File: src/common/coh_noc_pkg.sv
/*
  Shared types, field widths and helper functions for the LCE response NoC path.
  Data is limited to 16 bytes. Packet bits are laid out from the LSB as
  cord, cid, len, then the response (header first, then data).
*/
`default_nettype none

package coh_noc_pkg;

  typedef enum logic [2:0] {
    e_sync_ack = 3'd0,
    e_inv_ack  = 3'd1,
    e_coh_ack  = 3'd2,
    e_null_wb  = 3'd3,
    e_wb       = 3'd4
  } lce_resp_msg_e;

  typedef enum logic [2:0] {
    e_size_1  = 3'd0,
    e_size_2  = 3'd1,
    e_size_4  = 3'd2,
    e_size_8  = 3'd3,
    e_size_16 = 3'd4
  } msg_size_e;

  localparam int lce_id_width_c = 2;
  localparam int cce_id_width_c = 2;
  localparam int addr_width_c   = 16;
  localparam int data_width_c   = 128;

  // response header fields, LSB first
  localparam int msg_type_lsb_c   = 0;
  localparam int size_lsb_c       = 3;
  localparam int src_id_lsb_c     = 6;
  localparam int dst_id_lsb_c     = 8;
  localparam int addr_lsb_c       = 10;
  localparam int resp_hdr_width_c = 26;
  localparam int resp_width_c     = resp_hdr_width_c + data_width_c;

  localparam int cord_width_c = 4;
  localparam int cid_width_c  = 2;
  localparam int len_width_c  = 4;
  localparam int flit_width_c = 32;

  // packet fields
  localparam int cord_lsb_c    = 0;
  localparam int cid_lsb_c     = cord_lsb_c + cord_width_c;
  localparam int len_lsb_c     = cid_lsb_c + cid_width_c;
  localparam int payload_lsb_c = len_lsb_c + len_width_c;

  localparam int packet_hdr_width_c = payload_lsb_c + resp_hdr_width_c;  // 36
  localparam int packet_flits_c =
    (packet_hdr_width_c + data_width_c + flit_width_c - 1) / flit_width_c;
  localparam int packet_width_c = packet_flits_c * flit_width_c;

  // flits needed for header plus data, minus one
  function automatic logic [len_width_c-1:0] packet_len_f(input int unsigned data_bytes);
    int unsigned bits;
    bits = packet_hdr_width_c + 8 * data_bytes;
    return len_width_c'((bits + flit_width_c - 1) / flit_width_c - 1);
  endfunction

  function automatic logic [cord_width_c-1:0] cce_cord_f(input logic [cce_id_width_c-1:0] id);
    return cord_width_c'(id >> 1) + cord_width_c'(1);
  endfunction

  function automatic logic [cid_width_c-1:0] cce_cid_f(input logic [cce_id_width_c-1:0] id);
    return cid_width_c'(id[0]);
  endfunction

endpackage

`default_nettype wire

File: src/lane/lce_resp_packet_encode.sv
/*
  Pure combinational response to packet encoder.
  Data bytes beyond the message size are cleared so padding flits stay zero.
  Invalid msg_type yields an all-zero packet (len 0, one flit).
*/
`timescale 1ns/1ps
`default_nettype none

module lce_resp_packet_encode (
  input  wire logic [coh_noc_pkg::resp_width_c-1:0] resp_i,
  output logic [coh_noc_pkg::packet_width_c-1:0]    packet_o
);
  import coh_noc_pkg::*;

  lce_resp_msg_e msg_type;
  msg_size_e     size;
  logic [cce_id_width_c-1:0] dst_id;
  logic [4:0]                data_bytes;
  logic                      known;
  logic [data_width_c-1:0]   data_keep;

  always_comb begin
    msg_type   = lce_resp_msg_e'(resp_i[msg_type_lsb_c +: 3]);
    size       = msg_size_e'(resp_i[size_lsb_c +: 3]);
    dst_id     = resp_i[dst_id_lsb_c +: cce_id_width_c];
    data_bytes = 5'd0;
    known      = 1'b1;

    case (msg_type)
      e_sync_ack, e_inv_ack, e_coh_ack, e_null_wb: data_bytes = 5'd0;  // no data
      e_wb: begin
        case (size)
          e_size_1:  data_bytes = 5'd1;
          e_size_2:  data_bytes = 5'd2;
          e_size_4:  data_bytes = 5'd4;
          e_size_8:  data_bytes = 5'd8;
          e_size_16: data_bytes = 5'd16;
          default:   data_bytes = 5'd0;  // unknown size, sent like an ack
        endcase
      end
      default: known = 1'b0;
    endcase

    data_keep = ~({data_width_c{1'b1}} << (8 * data_bytes));

    packet_o = '0;
    if (known) begin
      packet_o[cord_lsb_c +: cord_width_c] = cce_cord_f(dst_id);
      packet_o[cid_lsb_c +: cid_width_c]   = cce_cid_f(dst_id);
      packet_o[len_lsb_c +: len_width_c]   = packet_len_f(int'(data_bytes));
      packet_o[payload_lsb_c +: resp_hdr_width_c] = resp_i[resp_hdr_width_c-1:0];
      packet_o[packet_hdr_width_c +: data_width_c] =
        resp_i[resp_hdr_width_c +: data_width_c] & data_keep;
    end
  end

endmodule

`default_nettype wire

File: src/lane/lce_resp_lane.sv
/*
  One packet in flight per lane. The response is taken on the yumi edge and
  its flits leave from the next cycle, one per cycle while flit credits last.
  Credit count starts at lane_buf_depth_p and must match the downstream buffer.
*/
`timescale 1ns/1ps
`default_nettype none

module lce_resp_lane #(
  parameter int lane_buf_depth_p = 2
) (
  input  wire logic                                 clk_i,
  input  wire logic                                 rst_n_i,
  input  wire logic                                 resp_v_i,
  input  wire logic [coh_noc_pkg::resp_width_c-1:0] resp_i,
  output logic                                      resp_yumi_o,
  output logic                                      flit_v_o,
  output logic [coh_noc_pkg::flit_width_c-1:0]      flit_o,
  input  wire logic                                 flit_credit_i
);
  import coh_noc_pkg::*;

  localparam int credit_width_lp = $clog2(lane_buf_depth_p + 1);

  logic [packet_width_c-1:0]  packet_li;
  logic [packet_width_c-1:0]  packet_r;
  logic                       busy_r;
  logic [len_width_c-1:0]     idx_r;
  logic [len_width_c-1:0]     last_r;
  logic [credit_width_lp-1:0] credit_r;
  logic                       send;

  lce_resp_packet_encode encode_i (
    .resp_i  (resp_i),
    .packet_o(packet_li)
  );

  assign resp_yumi_o = resp_v_i & ~busy_r;
  assign send        = busy_r & (credit_r != '0);
  assign flit_v_o    = send;
  assign flit_o      = packet_r[flit_width_c-1:0];  // low flit is always next

  // control
  always_ff @(posedge clk_i) begin
    if (!rst_n_i) begin
      busy_r <= 1'b0;
      idx_r  <= '0;
      last_r <= '0;
    end else if (resp_yumi_o) begin
      busy_r <= 1'b1;
      idx_r  <= '0;
      last_r <= packet_li[len_lsb_c +: len_width_c];
    end else if (send) begin
      if (idx_r == last_r) begin
        busy_r <= 1'b0;  // last flit gone
      end
      idx_r <= idx_r + 1'b1;
    end
  end

  // packet shift register
  always_ff @(posedge clk_i) begin
    if (resp_yumi_o) begin
      packet_r <= packet_li;
    end else if (send) begin
      packet_r <= packet_r >> flit_width_c;
    end
  end

  always_ff @(posedge clk_i) begin
    if (!rst_n_i) begin
      credit_r <= credit_width_lp'(lane_buf_depth_p);
    end else begin
      credit_r <= credit_r - credit_width_lp'(send) + credit_width_lp'(flit_credit_i);
    end
  end

endmodule

`default_nettype wire

File: src/resp_ingress_fifo.sv
/*
  Credit-managed input buffer shared by all LCEs, strict FIFO order.
  Upstream must hold ingress_depth_p credits and never push without one.
  A blocked head entry stalls every source behind it.
*/
`timescale 1ns/1ps
`default_nettype none

module resp_ingress_fifo #(
  parameter int num_lce_p       = 4,
  parameter int ingress_depth_p = 4
) (
  input  wire logic                                 clk_i,
  input  wire logic                                 rst_n_i,
  input  wire logic                                 resp_v_i,
  input  wire logic [coh_noc_pkg::resp_width_c-1:0] resp_i,
  output logic                                      resp_credit_o,
  output logic [num_lce_p-1:0]                      lane_v_o,
  output logic [coh_noc_pkg::resp_width_c-1:0]      lane_resp_o,
  input  wire logic [num_lce_p-1:0]                 lane_yumi_i
);
  import coh_noc_pkg::*;

  localparam int ptr_width_lp = (ingress_depth_p > 1) ? $clog2(ingress_depth_p) : 1;
  localparam int cnt_width_lp = $clog2(ingress_depth_p + 1);

  logic [resp_width_c-1:0] mem_r [ingress_depth_p];
  logic [ptr_width_lp-1:0] rd_ptr_r;
  logic [ptr_width_lp-1:0] wr_ptr_r;
  logic [cnt_width_lp-1:0] cnt_r;
  logic [lce_id_width_c-1:0] head_src;
  logic pop;

  assign lane_resp_o = mem_r[rd_ptr_r];
  assign head_src    = lane_resp_o[src_id_lsb_c +: lce_id_width_c];

  // one-hot steer by src_id
  always_comb begin
    for (int i = 0; i < num_lce_p; i++) begin
      lane_v_o[i] = (cnt_r != '0) && (head_src == lce_id_width_c'(i));
    end
  end

  assign pop = |(lane_v_o & lane_yumi_i);

  always_ff @(posedge clk_i) begin
    if (resp_v_i) begin
      mem_r[wr_ptr_r] <= resp_i;
    end
  end

  always_ff @(posedge clk_i) begin
    if (!rst_n_i) begin
      rd_ptr_r      <= '0;
      wr_ptr_r      <= '0;
      cnt_r         <= '0;
      resp_credit_o <= 1'b0;
    end else begin
      if (resp_v_i) begin
        wr_ptr_r <= (wr_ptr_r == ptr_width_lp'(ingress_depth_p - 1)) ? '0 : wr_ptr_r + 1'b1;
      end
      if (pop) begin
        rd_ptr_r <= (rd_ptr_r == ptr_width_lp'(ingress_depth_p - 1)) ? '0 : rd_ptr_r + 1'b1;
      end
      cnt_r         <= cnt_r + cnt_width_lp'(resp_v_i) - cnt_width_lp'(pop);
      resp_credit_o <= pop;  // credit one cycle after the pop
    end
  end

endmodule

`default_nettype wire

File: src/flit_concentrator.sv
/*
  Merges lane flit streams onto one link with wormhole round-robin arbitration.
  A lane is held from its header flit until len+1 flits have left.
  Lanes must not push more flits than lane_buf_depth_p credits allow.
*/
`timescale 1ns/1ps
`default_nettype none

module flit_concentrator #(
  parameter int num_lce_p        = 4,
  parameter int lane_buf_depth_p = 2,
  parameter int link_credits_p   = 4
) (
  input  wire logic                                             clk_i,
  input  wire logic                                             rst_n_i,
  input  wire logic [num_lce_p-1:0]                             flit_v_i,
  input  wire logic [num_lce_p-1:0][coh_noc_pkg::flit_width_c-1:0] flit_i,
  output logic [num_lce_p-1:0]                                  flit_credit_o,
  output logic                                                  link_v_o,
  output logic [coh_noc_pkg::flit_width_c-1:0]                  link_flit_o,
  input  wire logic                                             link_credit_i
);
  import coh_noc_pkg::*;

  localparam int lane_id_width_lp = (num_lce_p > 1) ? $clog2(num_lce_p) : 1;
  localparam int buf_ptr_width_lp = (lane_buf_depth_p > 1) ? $clog2(lane_buf_depth_p) : 1;
  localparam int buf_cnt_width_lp = $clog2(lane_buf_depth_p + 1);
  localparam int credit_width_lp  = $clog2(link_credits_p + 1);

  logic [num_lce_p-1:0][flit_width_c-1:0] head_flit;
  logic [num_lce_p-1:0]                   lane_ne;
  logic [lane_id_width_lp-1:0]            cur_r;  // locked lane, also rr origin
  logic [len_width_c-1:0]                 rem_r;  // body flits still to pass
  logic [lane_id_width_lp-1:0]            rr_sel;
  logic                                   rr_found;
  logic [lane_id_width_lp-1:0]            sel;
  logic                                   locked;
  logic [credit_width_lp-1:0]             credit_r;

  for (genvar i = 0; i < num_lce_p; i++) begin : g_lane_buf
    logic [flit_width_c-1:0]     mem_r [lane_buf_depth_p];
    logic [buf_ptr_width_lp-1:0] rd_r;
    logic [buf_ptr_width_lp-1:0] wr_r;
    logic [buf_cnt_width_lp-1:0] cnt_r;

    assign head_flit[i] = mem_r[rd_r];
    assign lane_ne[i]   = (cnt_r != '0);

    always_ff @(posedge clk_i) begin
      if (flit_v_i[i]) begin
        mem_r[wr_r] <= flit_i[i];
      end
    end

    always_ff @(posedge clk_i) begin
      if (!rst_n_i) begin
        rd_r  <= '0;
        wr_r  <= '0;
        cnt_r <= '0;
      end else begin
        if (flit_v_i[i]) begin
          wr_r <= (wr_r == buf_ptr_width_lp'(lane_buf_depth_p - 1)) ? '0 : wr_r + 1'b1;
        end
        if (flit_credit_o[i]) begin
          rd_r <= (rd_r == buf_ptr_width_lp'(lane_buf_depth_p - 1)) ? '0 : rd_r + 1'b1;
        end
        cnt_r <= cnt_r + buf_cnt_width_lp'(flit_v_i[i]) - buf_cnt_width_lp'(flit_credit_o[i]);
      end
    end
  end

  // next non-empty lane after the last winner
  always_comb begin
    rr_sel   = cur_r;
    rr_found = 1'b0;
    for (int k = 1; k <= num_lce_p; k++) begin
      if (!rr_found && lane_ne[(int'(cur_r) + k) % num_lce_p]) begin
        rr_sel   = lane_id_width_lp'((int'(cur_r) + k) % num_lce_p);
        rr_found = 1'b1;
      end
    end
  end

  assign locked      = (rem_r != '0);
  assign sel         = locked ? cur_r : rr_sel;
  assign link_v_o    = lane_ne[sel] && (credit_r != '0);
  assign link_flit_o = head_flit[sel];

  always_comb begin
    for (int i = 0; i < num_lce_p; i++) begin
      flit_credit_o[i] = link_v_o && (sel == lane_id_width_lp'(i));  // pop returns credit
    end
  end

  always_ff @(posedge clk_i) begin
    if (!rst_n_i) begin
      cur_r <= lane_id_width_lp'(num_lce_p - 1);  // lane 0 wins first
      rem_r <= '0;
    end else if (link_v_o) begin
      if (locked) begin
        rem_r <= rem_r - 1'b1;
      end else begin
        cur_r <= rr_sel;
        rem_r <= link_flit_o[len_lsb_c +: len_width_c];  // header flit
      end
    end
  end

  always_ff @(posedge clk_i) begin
    if (!rst_n_i) begin
      credit_r <= credit_width_lp'(link_credits_p);
    end else begin
      credit_r <= credit_r - credit_width_lp'(link_v_o) + credit_width_lp'(link_credit_i);
    end
  end

endmodule

`default_nettype wire

File: src/lce_resp_noc_top.sv
/*
  LCE response path from input credits to a single credited link.
  Latency varies with arbitration and credit stalls.
  The last flit of a packet on the link marks the packet end.
*/
`timescale 1ns/1ps
`default_nettype none

module lce_resp_noc_top #(
  parameter int num_lce_p        = 4,
  parameter int ingress_depth_p  = 4,
  parameter int lane_buf_depth_p = 2,
  parameter int link_credits_p   = 4
) (
  input  wire logic                                 clk_i,
  input  wire logic                                 rst_n_i,
  input  wire logic                                 resp_v_i,
  input  wire logic [coh_noc_pkg::resp_width_c-1:0] resp_i,
  output logic                                      resp_credit_o,
  output logic                                      link_v_o,
  output logic [coh_noc_pkg::flit_width_c-1:0]      link_flit_o,
  input  wire logic                                 link_credit_i
);
  import coh_noc_pkg::*;

  logic [num_lce_p-1:0]                   lane_v;
  logic [resp_width_c-1:0]                lane_resp;
  logic [num_lce_p-1:0]                   lane_yumi;
  logic [num_lce_p-1:0]                   flit_v;
  logic [num_lce_p-1:0][flit_width_c-1:0] flit;
  logic [num_lce_p-1:0]                   flit_credit;

  resp_ingress_fifo #(
    .num_lce_p      (num_lce_p),
    .ingress_depth_p(ingress_depth_p)
  ) resp_ingress_fifo_i (
    .clk_i        (clk_i),
    .rst_n_i      (rst_n_i),
    .resp_v_i     (resp_v_i),
    .resp_i       (resp_i),
    .resp_credit_o(resp_credit_o),
    .lane_v_o     (lane_v),
    .lane_resp_o  (lane_resp),
    .lane_yumi_i  (lane_yumi)
  );

  for (genvar i = 0; i < num_lce_p; i++) begin : g_lane
    lce_resp_lane #(
      .lane_buf_depth_p(lane_buf_depth_p)
    ) lce_resp_lane_i (
      .clk_i        (clk_i),
      .rst_n_i      (rst_n_i),
      .resp_v_i     (lane_v[i]),
      .resp_i       (lane_resp),  // shared head entry
      .resp_yumi_o  (lane_yumi[i]),
      .flit_v_o     (flit_v[i]),
      .flit_o       (flit[i]),
      .flit_credit_i(flit_credit[i])
    );
  end

  flit_concentrator #(
    .num_lce_p       (num_lce_p),
    .lane_buf_depth_p(lane_buf_depth_p),
    .link_credits_p  (link_credits_p)
  ) flit_concentrator_i (
    .clk_i        (clk_i),
    .rst_n_i      (rst_n_i),
    .flit_v_i     (flit_v),
    .flit_i       (flit),
    .flit_credit_o(flit_credit),
    .link_v_o     (link_v_o),
    .link_flit_o  (link_flit_o),
    .link_credit_i(link_credit_i)
  );

endmodule

`default_nettype wire

File: config.mk
export PLATFORM = sky130hd
export DESIGN_NAME = lce_resp_noc_top
export DESIGN_NICKNAME = d
export VERILOG_FILES = /design/src/common/coh_noc_pkg.sv /design/src/lane/lce_resp_packet_encode.sv /design/src/lane/lce_resp_lane.sv /design/src/resp_ingress_fifo.sv /design/src/flit_concentrator.sv /design/src/lce_resp_noc_top.sv
export SDC_FILE = /design/constraint.sdc
export NUM_CORES = 2
export LEC_CHECK = 0
export BUFFER_PORTS_ARGS = -buffer_cell sky130_fd_sc_hd__buf_2
export CAP_MARGIN = 15
export CORE_MARGIN = 3
export CORE_UTILIZATION = 50
export DETAILED_ROUTE_END_ITERATION = 8
export PLACE_DENSITY = 0.69
export SYNTH_ARGS = -nofsm -noshare
export SYNTH_HDL_FRONTEND = slang
export SYNTH_SLANG_ARGS = --single-unit
File: constraint.sdc
create_clock -name clk_i -period 5.85 [get_ports clk_i]
set_clock_uncertainty 0.15 [all_clocks]
set_input_delay 0.585 -clock clk_i [delete_from_list [all_inputs] [get_ports clk_i]]
set_output_delay 0.585 -clock clk_i [all_outputs]
set_load 0.02 [all_outputs]
==> results.yml <==
sta:
  fin_ws_ns: 0.610
  setup_tns_ns: 0
  hold_viol_final: 0
  grt_setup_unrepaired: "no"
  final.period_utilization: 0.896
  worst_pin_slew_ns: 1.07
  fmax_ghz: 0.191
  slew_violations: 0
  max-slew-margin-rel: 0.284
  min_period_ns: 5.24
  finalSetupViolCount: 0
place:
  place_congestion: 0.828
  dpl_worst_slack_ns: 1.14
  portBuffers: 191
  dp_hpwl_um: 87900
clock_network:
  clock_latency_ns: 0.76
  clock_path_buffers: 3
  clk_pin_slew_ns: 0.06
  numClockSinks: 1611
  cts_tree: "done"
  numCtsBuffers: 155
  cts_setup_buffers: 0
  cts_max_level: 4
  cts_root_buf: "clkbuf_16"
drt:
  first_pass_iters: 6
  vias: 33900
  drt_iter0_markers: 4145
  route.detailed.wl_per_inst_um: 22.8
  viasPerCell: 5.57
  drc_errors: 0
  ant_nets: 0
  drt_wl_total_um: 139000
yosys:
  async_flop_share: 0
  syn_avg_cell_area_um2: 15.6
  synth_area_leaders: "edfxtp_1 (74%), mux4_2 (5.6%), nand2_1 (4.5%), o21ai_0 (4.3%), dfxtp_1 (2.7%)"
  synth_area_leader_cell: "edfxtp_1"
  synthCells: 3992
  synth_edf_count: 1528
  ys_seq_area_frac: 0.764
  syn_area_um2: 62200
  synth.distinct_cells: 56
  synthTopCellsByCount: "edfxtp_1 (1528), nand2_1 (746), o21ai_0 (535), nor2_1 (231), clkbuf_1 (186)"
  yosysTopAreaCellShare: 0.737
  yosys.cell_count.top_type: "edfxtp_1"
  yosysWarningCount: 0
  synth_fp_nets: 4189
  synth_flop_cell: "edfxtp_1"
  ys_ff_latch: 1611
critical_path:
  required_ns: 5.12
  start_kind: "flip-flop"
  regToRegSetupSlack_ns: 1.33
  end_kind: "output port"
  crit_type: "reg2out"
  cp_max_fo: 120
  worstPathArrival_ns: 4.51
finish:
  drive_gt1_frac: 0.158
  areaGrowthSynthToFinish_pct: 15.0
  nets: 4528
pwr:
  p_leak_uw: 0.0243
  p_per_area_nw_per_um2: 525
  ir_drop_v: 0.000515
  fin_total_pwr_uw: 37600
grt:
  grt_overflow: 0
  grt_usage: 0.214
  grt_pass1_wl_um: 211000
  antenna_found_initial: 13
  grt_max_degree: 201
  grt_pass1_vias: 32600
floorplan:
  die_area_um2: 129000
  row_count: 128
  io_pins: 192
  fp.coreArea_um2: 123000
  initial_core_util: 0.507
  die_x_um: 359
  die-height_um: 359
status:
  status: "finished, final reports clean"
hold_path:
  hp-class: "in2reg"
flow_run:
  cap_viol_max_count: 0
==> state kept, by name, indices dropped and copies added, names as in the netlist, named ones only <==
register and count:
resp_ingress_fifo_i.mem_r 616, flit_concentrator_i.rem_r 4, g_lane.lce_resp_lane_i.credit_r 8, g_lane.lce_resp_lane_i.idx_r 16, resp_ingress_fifo_i.rd_ptr_r 2, flit_concentrator_i.credit_r 3, flit_concentrator_i.g_lane_buf.rd_r 4, flit_concentrator_i.g_lane_buf.mem_r 256
resp_ingress_fifo_i.cnt_r 3, resp_ingress_fifo_i.wr_ptr_r 2, flit_concentrator_i.cur_r 2, g_lane.lce_resp_lane_i.last_r 16, resp_ingress_fifo_i.resp_credit_o 1, g_lane.lce_resp_lane_i.busy_r 4, flit_concentrator_i.g_lane_buf.wr_r 4, g_lane.lce_resp_lane_i.packet_r 656
flit_concentrator_i.g_lane_buf.cnt_r 8
==> report_power, final <==
group | leakage, uW | internal (uW) | switching [uW]
registers | 0.0148 | 16700 | 1130
clock network | 0.00240 | 5540 | 4080
logic | 0.00713 | 3010 | 7070
total | 0.0243 | 25300 | 12300
==> layer usage <==
layer  track usage  vias up  wire length, um
met4        0.0591       10             3170
met3        0.0374      176            10600
met1         0.328    16700            61600
met2         0.319     1389            63800
met5             0        -               56
li1              -    15600                -
==> cell usage in the layout, fill, tap and decap left out, types with 8 or more instances in the layout <==
cell type      synthesis  final
dfxtp_1               83     79
o211ai_1              30     30
ha_1                  37     37
buf_4                  0     43
clkinv_2               0     23
clkbuf_1             186     40
clkbuf_16              0    164
buf_2                 14    191
clkinv_1               4     44
inv_1                 43     42
a21oi_1               67     67
nand2_1              746    742
dlygate4sd3_1          0    156
mux2_2                62     62
nor3_1                 9      9
xnor2_1               25     25
o21ai_0              535    535
buf_12                 0     11
nor2_1               231    226
bufinv_16              0      9
mux2i_1               75     75
mux4_2               155    155
xor2_1                24     24
a21o_1                10     10
edfxtp_1            1528   1528
diode_2                0      8
and2_1                36     32
==> worst max-delay path, cell delays in order (launching register included) <==
cell	delay, ns
dfxtp_1	0.32
inv_1	0.12
ha_1	0.17
nor3b_2	0.46
o311ai_1	0.19
nor3_1	0.55
o211ai_4	0.19
xor2_4	0.27
buf_6	0.60
mux4_2	0.60
inv_1	0.08
buf_2	0.16
==> cells by family after synthesis <==
logic type | after synthesis | share of synthesized area
compound gates | 672 | 0.0575
xor+xnor | 50 | 0.00734
fa+ha+maj | 39 | 0.00808
buf+inv | 268 | 0.0164
flops | 1611 | 0.764
mux | 292 | 0.0794
simple gates | 1060 | 0.0674
==> path summary, 6_finish.rpt <==
kind,startpoint,endpoint,cells after the start
worst min-delay path,rst_n_i,flit_concentrator_i.credit_r[2]$_SDFF_PN1_,2
worst min register to register,g_lane[1].lce_resp_lane_i.packet_r[19]$_DFFE_PP_,flit_concentrator_i.g_lane_buf[1].mem_r[0][19]$_DFFE_PP_,0
worst max-delay path,flit_concentrator_i.rem_r[0]$_SDFFE_PN0P_,link_flit_o[7],11
worst max register to register,flit_concentrator_i.rem_r[0]$_SDFFE_PN0P_,flit_concentrator_i.credit_r[2]$_SDFF_PN1_,18
==> final cells by class <==
class | count | area (um^2)
Timing Repair Buffer | 402 | 3070
Fill cell | 9230 | 51100
Multi-Input combinational cell | 2113 | 13800
Sequential cell | 1611 | 47600
Inverter | 48 | 180
Tap cell | 1625 | 2030
Clock inverter | 80 | 616
Antenna cell | 8 | 20.0
Clock buffer | 207 | 4290
==> timing repair <==
item,CTS,global route
endpoints found under the setup margin,0,1
gates resized for setup,0,1
endpoints found under the hold margin,619,0
hold buffers,156,0
==> metrics by stage <==
step | util | instance area (um^2) | hold slack, ns | cells
2_1_floorplan | - | 62200 | 0.271 | 3992
6_report | 0.583 | 71600 | 0.149 | 6094
3_5_place_dp | 0.530 | 65100 | 0.279 | 5643
5_1_grt | 0.583 | 71600 | 0.161 | 6093
3_3_place_gp | 0.530 | 65100 | 0.273 | 5643
4_1_cts | 0.583 | 71500 | 0.0881 | 6086
No activity file was read; power rests on OpenSTA's default activity.
